===== src/spi_bus_pkg.sv =====
package spi_bus_pkg;

    // AXI4-Lite port geometry
    localparam int AXI_DATA_WIDTH = 32;
    localparam int AXI_ADDR_WIDTH = 8;
    localparam int STRB_WIDTH     = AXI_DATA_WIDTH / 8;

    // Word index sits above the byte lane bits of the address
    localparam int WORD_LSB       = $clog2(STRB_WIDTH);
    localparam int WORD_ADDR_BITS = 4;  // 16 words cover the register space

    typedef logic [AXI_DATA_WIDTH-1:0] word_t;
    typedef logic [WORD_ADDR_BITS-1:0] word_addr_t;
    typedef logic [STRB_WIDTH-1:0]     strb_t;

    // Only OKAY is ever returned
    typedef enum logic [1:0] {
        OKAY   = 2'b00,
        SLVERR = 2'b10
    } axi_resp_t;

endpackage


===== src/spi_regs_pkg.sv =====
package spi_regs_pkg;

    localparam int MEMORY_BYTES = 64;
    localparam int NUM_SLAVES   = 2;

    // Byte offsets in the register space
    localparam int CTRL_BYTE    = 0;
    localparam int SLAVE_BYTE   = 1;
    localparam int DIV_BYTE     = 2;   // Clocks to skip between engine steps
    localparam int TX_BITS_BYTE = 4;   // 16 bits, little endian
    localparam int RX_BITS_BYTE = 8;   // 16 bits, little endian
    localparam int TX_BUF_BYTE  = 16;
    localparam int RX_BUF_BYTE  = 32;
    localparam int BUF_BYTES    = 8;

    // Bit positions inside the control byte
    localparam int CTRL_CPOL  = 0;
    localparam int CTRL_CPHA  = 1;
    localparam int CTRL_START = 2;
    localparam int CTRL_READ  = 4;

    typedef logic [15:0]           bit_count_t;
    typedef logic [5:0]            bit_index_t;  // Covers the 64 bits of one buffer
    typedef logic [NUM_SLAVES-1:0] ss_t;

    typedef enum logic [2:0] {
        IDLE,
        SELECT,
        SHIFT_OUT,
        SHIFT_IN,
        FINISH
    } spi_state_t;

endpackage


===== src/axi_lite_slave.sv =====
`timescale 1ns/1ps

module axi_lite_slave import spi_bus_pkg::*; (
    input  logic                      s_axi_aclk,
    input  logic                      s_axi_aresetn,
    input  logic [AXI_ADDR_WIDTH-1:0] s_axi_awaddr,
    input  logic                      s_axi_awvalid,
    output logic                      s_axi_awready,
    input  word_t                     s_axi_wdata,
    input  strb_t                     s_axi_wstrb,
    input  logic                      s_axi_wvalid,
    output logic                      s_axi_wready,
    output axi_resp_t                 s_axi_bresp,
    output logic                      s_axi_bvalid,
    input  logic                      s_axi_bready,
    input  logic [AXI_ADDR_WIDTH-1:0] s_axi_araddr,
    input  logic                      s_axi_arvalid,
    output logic                      s_axi_arready,
    output word_t                     s_axi_rdata,
    output axi_resp_t                 s_axi_rresp,
    output logic                      s_axi_rvalid,
    input  logic                      s_axi_rready,
    output logic                      wr_en,
    output word_addr_t                wr_addr,
    output word_t                     wr_data,
    output strb_t                     wr_strb,
    output word_addr_t                rd_addr,
    input  word_t                     rd_data
);

    logic wr_go;
    logic rd_go;
    logic rd_en;

    // A write is taken only when address and data are both offered and B is free
    assign wr_go = s_axi_awvalid && s_axi_wvalid && !s_axi_awready && !s_axi_bvalid;

    // Reads yield to a write decided in the same cycle
    assign rd_go = s_axi_arvalid && !s_axi_arready && !s_axi_rvalid && !wr_go;

    assign wr_en   = s_axi_awready && s_axi_awvalid && s_axi_wvalid;
    assign wr_addr = s_axi_awaddr[WORD_LSB +: WORD_ADDR_BITS];
    assign wr_data = s_axi_wdata;
    assign wr_strb = s_axi_wstrb;

    assign rd_en   = s_axi_arready && s_axi_arvalid;
    assign rd_addr = s_axi_araddr[WORD_LSB +: WORD_ADDR_BITS];

    assign s_axi_wready = s_axi_awready;  // Both channels are taken on the same cycle
    assign s_axi_bresp  = OKAY;
    assign s_axi_rresp  = OKAY;

    always_ff @(posedge s_axi_aclk) begin
        if (!s_axi_aresetn) begin
            s_axi_awready <= 1'b0;
            s_axi_bvalid  <= 1'b0;
        end else begin
            s_axi_awready <= wr_go;  // One-cycle pulse
            if (wr_en) begin
                s_axi_bvalid <= 1'b1;
            end else if (s_axi_bready) begin
                s_axi_bvalid <= 1'b0;
            end
        end
    end

    always_ff @(posedge s_axi_aclk) begin
        if (!s_axi_aresetn) begin
            s_axi_arready <= 1'b0;
            s_axi_rvalid  <= 1'b0;
        end else begin
            s_axi_arready <= rd_go;
            if (rd_en) begin
                s_axi_rvalid <= 1'b1;
            end else if (s_axi_rready) begin
                s_axi_rvalid <= 1'b0;
            end
        end
    end

    // Read data is captured at the address handshake and held while R stalls
    always_ff @(posedge s_axi_aclk) begin
        if (rd_en) begin
            s_axi_rdata <= rd_data;
        end
    end

endmodule


===== src/spi_reg_file.sv =====
`timescale 1ns/1ps

module spi_reg_file import spi_bus_pkg::*, spi_regs_pkg::*; (
    input  logic       s_axi_aclk,
    input  logic       s_axi_aresetn,
    input  logic       wr_en,
    input  word_addr_t wr_addr,
    input  word_t      wr_data,
    input  strb_t      wr_strb,
    input  word_addr_t rd_addr,
    output word_t      rd_data,
    output logic       cpol,
    output logic       cpha,
    output logic       start,
    output logic       read_en,
    output logic [7:0] slave_idx,
    output logic [7:0] clk_div,
    output bit_count_t tx_bits,
    output bit_count_t rx_bits,
    input  bit_index_t bit_index,
    output logic       tx_bit,
    input  logic       rx_valid,
    input  logic       rx_bit,
    input  logic       done
);

    logic [7:0] mem [MEMORY_BYTES];
    logic       ctrl_wr;
    logic       start_set;

    // Host write that hits the control byte lane
    assign ctrl_wr = wr_en && (wr_addr == word_addr_t'(CTRL_BYTE / STRB_WIDTH))
                     && wr_strb[CTRL_BYTE % STRB_WIDTH];

    // Start going from clear to set opens a new transfer
    assign start_set = ctrl_wr && !start
                       && wr_data[8 * (CTRL_BYTE % STRB_WIDTH) + CTRL_START];

    always_ff @(posedge s_axi_aclk) begin
        if (!s_axi_aresetn) begin
            for (int i = 0; i < MEMORY_BYTES; i++) begin
                mem[i] <= '0;
            end
        end else begin
            if (wr_en) begin
                for (int b = 0; b < STRB_WIDTH; b++) begin
                    if (wr_strb[b]) begin
                        mem[{wr_addr, b[1:0]}] <= wr_data[8*b +: 8];
                    end
                end
            end
            // A new transfer starts with an empty receive buffer
            if (start_set) begin
                for (int i = 0; i < BUF_BYTES; i++) begin
                    mem[RX_BUF_BYTE + i] <= '0;
                end
            end
            if (rx_valid) begin
                mem[RX_BUF_BYTE + bit_index[5:3]][bit_index[2:0]] <= rx_bit;
            end
            if (done) begin
                mem[CTRL_BYTE][CTRL_START] <= 1'b0;  // Wins over a host write on this edge
            end
        end
    end

    always_comb begin
        for (int b = 0; b < STRB_WIDTH; b++) begin
            rd_data[8*b +: 8] = mem[{rd_addr, b[1:0]}];
        end
    end

    assign cpol      = mem[CTRL_BYTE][CTRL_CPOL];
    assign cpha      = mem[CTRL_BYTE][CTRL_CPHA];
    assign start     = mem[CTRL_BYTE][CTRL_START];
    assign read_en   = mem[CTRL_BYTE][CTRL_READ];
    assign slave_idx = mem[SLAVE_BYTE];
    assign clk_div   = mem[DIV_BYTE];
    assign tx_bits   = {mem[TX_BITS_BYTE + 1], mem[TX_BITS_BYTE]};
    assign rx_bits   = {mem[RX_BITS_BYTE + 1], mem[RX_BITS_BYTE]};

    // Transmit bits go out LSB first within each byte
    assign tx_bit = mem[TX_BUF_BYTE + bit_index[5:3]][bit_index[2:0]];

endmodule


===== src/spi_engine.sv =====
`timescale 1ns/1ps

module spi_engine import spi_regs_pkg::*; (
    input  logic       s_axi_aclk,
    input  logic       s_axi_aresetn,
    input  logic       cpol,
    input  logic       cpha,
    input  logic       start,
    input  logic       read_en,
    input  logic [7:0] slave_idx,
    input  logic [7:0] clk_div,
    input  bit_count_t tx_bits,
    input  bit_count_t rx_bits,
    output bit_index_t bit_index,
    input  logic       tx_bit,
    output logic       rx_valid,
    output logic       rx_bit,
    output logic       done,
    output logic       mosi,
    input  logic       miso,
    output logic       sclk,
    output ss_t        ss_n,
    output logic       interrupt
);

    spi_state_t state;
    spi_state_t after_tx;
    logic [7:0] div_cnt;
    logic       tick;
    logic       sclk_q;
    logic       edge_phase;  // High when the next sclk edge is a sampling edge
    bit_count_t bit_cnt;
    bit_count_t phase_bits;
    logic       last_sample;

    assign tick = (state != IDLE) && (div_cnt == clk_div);

    always_ff @(posedge s_axi_aclk) begin
        if (!s_axi_aresetn) begin
            div_cnt <= '0;
        end else if (state == IDLE || tick) begin
            div_cnt <= '0;
        end else begin
            div_cnt <= div_cnt + 1'b1;
        end
    end

    assign after_tx    = (read_en && rx_bits != '0) ? SHIFT_IN : FINISH;
    assign phase_bits  = (state == SHIFT_IN) ? rx_bits : tx_bits;
    assign last_sample = (bit_cnt + 1'b1) == phase_bits;

    // Receive bits land in the buffer on the same edge that samples them
    assign rx_valid = tick && (state == SHIFT_IN) && edge_phase;
    assign rx_bit   = miso;
    assign done     = tick && (state == FINISH);

    // Idle clock follows cpol at once so a polarity change never shows a stray level
    assign sclk = (state == IDLE) ? cpol : sclk_q;

    always_ff @(posedge s_axi_aclk) begin
        if (!s_axi_aresetn) begin
            state      <= IDLE;
            sclk_q     <= 1'b0;
            ss_n       <= '1;
            mosi       <= 1'b0;
            interrupt  <= 1'b0;
            edge_phase <= 1'b0;
            bit_cnt    <= '0;
            bit_index  <= '0;
        end else begin
            case (state)
                IDLE: begin
                    if (start) begin
                        state      <= SELECT;
                        sclk_q     <= cpol;
                        interrupt  <= 1'b0;
                        edge_phase <= !cpha;  // With cpha 0 the leading edge samples
                        bit_cnt    <= '0;
                        bit_index  <= '0;
                    end
                end
                SELECT: begin
                    if (tick) begin
                        ss_n <= ~(ss_t'(1) << slave_idx);  // Out of range index selects none
                        if (tx_bits == '0) begin
                            state <= after_tx;
                        end else begin
                            state <= SHIFT_OUT;
                            if (!cpha) begin
                                mosi      <= tx_bit;
                                bit_index <= bit_index + 1'b1;
                            end
                        end
                    end
                end
                SHIFT_OUT: begin
                    if (tick) begin
                        sclk_q     <= ~sclk_q;
                        edge_phase <= ~edge_phase;
                        if (edge_phase) begin
                            bit_cnt <= bit_cnt + 1'b1;
                            if (last_sample) begin
                                bit_cnt   <= '0;
                                bit_index <= '0;  // Receive buffer fills from bit 0
                                state     <= after_tx;
                            end
                        end else begin
                            mosi      <= tx_bit;
                            bit_index <= bit_index + 1'b1;
                        end
                    end
                end
                SHIFT_IN: begin
                    if (tick) begin
                        sclk_q     <= ~sclk_q;
                        edge_phase <= ~edge_phase;
                        if (edge_phase) begin
                            bit_cnt   <= bit_cnt + 1'b1;
                            bit_index <= bit_index + 1'b1;
                            if (last_sample) begin
                                state <= FINISH;
                            end
                        end
                    end
                end
                FINISH: begin
                    if (tick) begin
                        sclk_q    <= cpol;
                        ss_n      <= '1;
                        mosi      <= 1'b0;
                        interrupt <= 1'b1;  // Held until the next start
                        state     <= IDLE;
                    end
                end
                default: state <= IDLE;
            endcase
        end
    end

endmodule


===== src/quick_spi.sv =====
`timescale 1ns/1ps

module quick_spi import spi_bus_pkg::*, spi_regs_pkg::*; (
    input  logic                      s_axi_aclk,
    input  logic                      s_axi_aresetn,
    input  logic [AXI_ADDR_WIDTH-1:0] s_axi_awaddr,
    input  logic                      s_axi_awvalid,
    output logic                      s_axi_awready,
    input  word_t                     s_axi_wdata,
    input  strb_t                     s_axi_wstrb,
    input  logic                      s_axi_wvalid,
    output logic                      s_axi_wready,
    output axi_resp_t                 s_axi_bresp,
    output logic                      s_axi_bvalid,
    input  logic                      s_axi_bready,
    input  logic [AXI_ADDR_WIDTH-1:0] s_axi_araddr,
    input  logic                      s_axi_arvalid,
    output logic                      s_axi_arready,
    output word_t                     s_axi_rdata,
    output axi_resp_t                 s_axi_rresp,
    output logic                      s_axi_rvalid,
    input  logic                      s_axi_rready,
    output logic                      mosi,
    input  logic                      miso,
    output logic                      sclk,
    output ss_t                       ss_n,
    output logic                      interrupt
);

    logic       wr_en;
    word_addr_t wr_addr;
    word_t      wr_data;
    strb_t      wr_strb;
    word_addr_t rd_addr;
    word_t      rd_data;
    logic       cpol;
    logic       cpha;
    logic       start;
    logic       read_en;
    logic [7:0] slave_idx;
    logic [7:0] clk_div;
    bit_count_t tx_bits;
    bit_count_t rx_bits;
    bit_index_t bit_index;
    logic       tx_bit;
    logic       rx_valid;
    logic       rx_bit;
    logic       done;

    axi_lite_slave i_axi (.*);

    spi_reg_file i_regs (.*);

    spi_engine i_engine (.*);

endmodule


===== config.mk =====
export PLATFORM = sky130hd
export DESIGN_NAME = quick_spi
export DESIGN_NICKNAME = d
export VERILOG_FILES = /design/src/spi_bus_pkg.sv /design/src/spi_regs_pkg.sv /design/src/axi_lite_slave.sv /design/src/spi_reg_file.sv /design/src/spi_engine.sv /design/src/quick_spi.sv
export SDC_FILE = /design/constraint.sdc
export NUM_CORES = 1
export LEC_CHECK = 0
export ABC_AREA = 1
export BUFFER_PORTS_ARGS = -buffer_cell sky130_fd_sc_hd__buf_2
export CAP_MARGIN = 20
export CORE_UTILIZATION = 30
export DETAILED_ROUTE_END_ITERATION = 7
export GPL_ROUTABILITY_DRIVEN = 0
export SETUP_SLACK_MARGIN = 0.1
export SYNTH_ARGS = -nofsm -noshare
export SYNTH_HDL_FRONTEND = slang
export SYNTH_HIERARCHICAL = 1
export SYNTH_SLANG_ARGS = --single-unit

===== constraint.sdc =====
create_clock -name s_axi_aclk -period 4.8 [get_ports s_axi_aclk]
set_input_delay 0.96 -clock s_axi_aclk [delete_from_list [all_inputs] [get_ports s_axi_aclk]]
set_output_delay 0.96 -clock s_axi_aclk [all_outputs]
set_load 0.05 [all_outputs]

== Word level (Yosys, flattened, before mapping) ==
Memories as Yosys holds them, arrays and structs flattened. A register that Yosys moved wholly into a read port is not among the register bits.
Index checks and enable logic that the tools add are counted.

* $add $sub $neg: 5
* Order comparisons: 2
* Equality and inequality tests: 33
* Shifts and indexed selects: 1
* Muxes and demuxes: 109
* Bitwise logic cells: 307
* Reductions and logical operators: 56

{| class="wikitable"
|+ Operator list
! operator !! number
|-
| bitwise AND 1 bit || 195
|-
| two-way mux 8 bit || 19
|-
| two-way mux 16 bit || 7
|-
| inverter 1 bit || 101
|-
| two-way mux 6 bit || 14
|-
| == test 6 bit, first input constant || 8
|-
| one-hot mux 16 bit (3 select lines) || 1
|-
| two-way mux 1 bit || 46
|-
| OR reduction 8 bit || 5
|-
| two-way mux 3 bit || 11
|-
| == test 6 bit || 4
|-
| one-hot mux 6 bit (4 select lines) || 1
|-
| logical AND 1 bit || 19
|-
| inequality test 2 x 1 -> 1 bit, second input constant || 9
|-
| AND reduction 9 bit || 2
|-
| adder 16 x 1 -> 16 bit, second input constant || 1
|-
| == test 16 bit || 1
|-
| logical NOT 16 bit || 1
|-
| nonzero test 16 bit || 1
|-
| one-hot mux 3 bit (5 select lines) || 1
|-
| nonzero test 3 bit || 4
|-
| nonzero test 2 bit || 5
|-
| bitwise OR 1 bit || 9
|-
| AND reduction 3 bit || 3
|-
| other kinds (31) || 45
|}

* Flip-flop bits (word level): 43
* RAM bits: 512
* Bits of input ports: 60
* Output and inout port bits: 46
* Word-level logic and storage cells: 527
* Memories: 1

{| class="wikitable"
|+ Memories
! name !! words !! width !! rd ports !! clocked after Yosys merged registers in !! wr ports !! RTL line !! text
|-
| i_regs.mem || 64 || 8 || 12 || 4 || 64 || spi_reg_file.sv:27 || <nowiki>logic [7:0] mem [MEMORY_BYTES];</nowiki>
|}

== Logic depth before layout (Yosys ltp) ==
An unclocked memory read counts as a cell.

* Word-level depth: 13
* Mapped depth: 19
* Mapped depth without buffers: 17

== Modules after synthesis ==
Netlist, hierarchy kept.

{| class="wikitable"
|+ Modules (own cells, without submodules)
! module !! instances !! cells an instance !! area each (µm²) !! seq. area each (µm²)
|-
| spi_reg_file || 1 || 2568 || 24717.5 || 15374.7
|-
| spi_engine || 1 || 625 || 3505.9 || 780.7
|-
| axi_lite_slave || 1 || 106 || 1501.4 || 1041.0
|}

== Least setup slack after synthesis ==
Ideal clock, no wire load.

* Kind: input to register
* Start: input s_axi_wvalid
* End: memory i_regs.mem[10][0] (enable)
* Setup time: 329 ps
* Arrival time: 1997 ps
* Data required time: 4471 ps
* Path slack: 2474 ps
* Stages: 9
* Path buffers: 1
* Path through: nand3_1 inv_1 nand2_1 inv_1 nand2_1 clkinv_1 buf_4 nand2_2 nand2_1

{| class="wikitable"
|+ RTL lines
! what !! RTL line !! text
|-
| start: declaration || quick_spi.sv:11 || <nowiki>input logic s_axi_wvalid,</nowiki>
|-
| end: declaration || spi_reg_file.sv:27 ||
|}

==> results.py <==
metrics = {
    "status": {
        "outcome": "completed",
    },
    "timing": {
        "max_clock_freq_ghz": 0.276,
        "finalSetupViolations": 0,
        "hold_viol": 0,
        "max-slew-margin-rel": 0.287,
        "tightestPinTransition_ps": 1070,
        "layout_min_cycle_time_ps": 3630,
        "finalCritPeriodShare": 0.756,
        "fin_hold_ws_ps": 447,
        "grt_setup_unrepaired": "false",
        "final_max_slew_viol_count": 0,
        "finClkSkew_ps": 26.0,
        "setup_tns_ps": 0,
    },
    "global_routing": {
        "grt_pass1_wl_um": 137000,
        "grt_max_degree": 153,
        "grt_antenna_before_repair": 5,
        "grt_pass1_vias": 22200,
        "grt_usage": 0.182,
        "grt_overflow": 0,
    },
    "setup_path": {
        "worst_setup_path_start_kind": "flip-flop",
        "critical_path_class": "flip-flop to flip-flop",
        "cp.arrival_ps": 3950,
        "crit_required_ps": 5130,
        "cpPeakStageDelay_ps": 620,
        "reg2reg_from": "i_regs/mem[2][1]$_SDFFCE_PN0P_",
        "endpoint_kind": "flip-flop",
        "crit_chain": "nor2_1, o211ai_1, nor3_1, nand3_1, nor2_1, nand2_1, inv_1, nand2_1, nor2_1, buf_4, nand2_1, nand3_1, o21ai_1",
        "crit_fanout": 5,
        "crit_path_top_delay_cell": "nor3_1",
        "startpoint": "i_regs/mem[2][1]$_SDFFCE_PN0P_",
    },
    "clocking": {
        "cts_resized": 0,
        "cts_root_buf": "clkbuf_16",
        "postCtsHoldBufs": 0,
        "cts_tree": "yes",
        "cts_made_buffers": 68,
        "cts_setup_buffers": 0,
        "cts.path.max_buffers": 3,
        "htreeDepth": 3,
        "clock_sinks": 587,
        "cts.reportedPaths.clkPinSlew_ps": 60,
        "clock_latency_ps": 620,
    },
    "power": {
        "irDropWorstVdd_uv": 231,
        "cellPowerDensity_nw_per_um2": 403,
        "finalPower_mw": 13.4,
        "p_leak_nw": 12.7,
    },
    "floorplanning": {
        "ios": 106,
        "die_y_um": 317,
        "die_area_um2": 100000,
        "die_w_um": 317,
        "rows": 115,
        "core_area_um2": 98300,
        "initial_core_util": 0.302,
    },
    "detailed_routing": {
        "final_antenna_net_count": 0,
        "drt_wl_total_um": 93000,
        "first_pass_iters": 5,
        "drtIter0Drc": 2704,
        "drcViolationCount": 0,
        "via_per_inst": 5.15,
        "dr_total_vias": 23800,
        "wire_per_inst_um": 20.1,
    },
    "cells_and_area": {
        "area_delta_synth_final_pct": 11.6,
        "final_common_cell": "nor2_1",
        "drive_above_1_share": 0.102,
        "nNetsFinal": 3339,
        "instances_no_fill": 4618,
        "postLayoutCellArea_um2": 33200,
        "final_cell_mix": "nor2_1, nand2_1, edfxtp_1, o21ai_0, nand3_1",
    },
    "synth": {
        "synthAdderAreaFrac": 0.00126,
        "synth_compound_area_frac": 0.114,
        "ys_seq_area_frac": 0.579,
        "avgSynthCellArea_um2": 9.01,
        "synth.largest_area_cell": "edfxtp_1",
        "netlist_top_cells_area": "edfxtp_1, nor2_1, nand2_1",
        "ys_types": 42,
        "netlist_area_um2": 29700,
        "yosys.area_share.xor_xnor": 0.00324,
        "muxShareOfSynthArea": 0,
        "yosys_warnings": 6,
        "synth_top_family_by_area": "simple AND/OR/NAND/NOR gates",
        "yosys.area_share.simple": 0.234,
        "ys_ff_latch": 587,
        "syn_inst": 3299,
        "synth_top_cell_area_share": 0.550,
    },
    "run": {
        "maxCapViolCount": 0,
    },
    "min_path": {
        "worstHoldStart": "i_engine/mosi$_SDFFE_PN0P_",
        "worstHoldPathType": "flip-flop to flip-flop",
    },
    "place": {
        "dp_cells": 4493,
        "io_buffer_count": 93,
        "placed_area_um2": 30900,
        "post-dp-hpwl_um": 61700,
    },
}
==> flip-flops by register name (all words and copies together), names as in the netlist <==
name,flops
i_engine/edge_phase,1
i_engine/div_cnt,8
i_axi/s_axi_rdata,32
i_axi/s_axi_awready,1
i_axi/s_axi_bvalid,1
i_engine/interrupt,1
i_engine/mosi,1
i_regs/mem,512
i_engine/state,3
i_axi/s_axi_arready,1
i_engine/sclk_q,1
i_engine/ss_n,2
i_axi/s_axi_rvalid,1
i_engine/bit_cnt,16
i_engine/bit_index,6
==> power by group <==
| part | switching [mW] | leakage [nW] | internal (mW) |
|---|---|---|---|
| combinational | 1.63 | 5.80 | 0.567 |
| clock | 2.14 | 1.07 | 3.07 |
| sequential | 0.166 | 5.82 | 5.81 |
| total | 3.94 | 12.7 | 9.45 |
==> metal layers <==
layer | part of all wire | track usage | vias up
li1 | - | - | 11200
met1 | 0.42 | 0.247 | 11500
met2 | 0.46 | 0.293 | 1000
met3 | 0.078 | 0.0250 | 133
met4 | 0.036 | 0.0742 | 2
met5 | 0.00011 | 0 | -
==> worst max-delay path: cells and delay by family (launching register included) <==
| kind | cells | cell delay [ps] |
|---|---|---|
| flops | 1 | 400 |
| buf+inv | 2 | 450 |
| simple gates | 9 | 2280 |
| compound gates | 2 | 210 |
==> Yosys cell counts (all sizes together) <==
cell type	count
nor3b	3
buf	106
o21ai	345
dfxtp	43
o22ai	35
or2	6
o211ai	69
nand2	614
inv	201
o41ai	1
o221ai	66
edfxtp	544
clkbuf	121
nand4	18
nand3b	2
conb	1
nor3	5
xnor2	3
a21oi	57
xor2	8
nand3	196
nor4	6
nor4b	1
ha	3
clkinv	6
o21bai	1
nor2	838
==> path summary, 6_finish.rpt <==
path / depth (start not counted) / slack (ps) / endpoint
max: 13 / 1170 / i_regs/mem[32][7]$_DFFE_PP_
min reg2reg: 2 / 450 / i_engine/mosi$_SDFFE_PN0P_
max reg2reg: 13 / 1170 / i_regs/mem[32][7]$_DFFE_PP_
min: 2 / 450 / i_engine/mosi$_SDFFE_PN0P_
==> area by class of cell <==
type                    instances  area (um2)
diodes                          2        5.00
multi-input cells            2281       10500
fillers                     10100       65100
clock buffers                  83        1800
clock inverters                40         418
inverters                     207         782
well taps                    1287        1610
flip-flops and latches        587       17200
repair buffers                131         842
==> metrics by stage <==
step                      setup WS (ps)  utilization
after floorplan                    2470            -
after global placement             1150        0.315
after detailed placement           1090        0.315
after CTS                          1340        0.337
after global routing               1150        0.337
final                              1170        0.338
==> kinds of logic (layout without fill, tap and decap cells) <==
group,Yosys count,count (layout)
AOI/OAI and AO/OA,574,574
adders and majority gates,3,3
buffers and inverters,434,461
other,1,6
xor gates and xnor gates,11,11
and+or+nand+nor,1689,1689
DFF,587,587
Power figures use the tool's default switching activity.
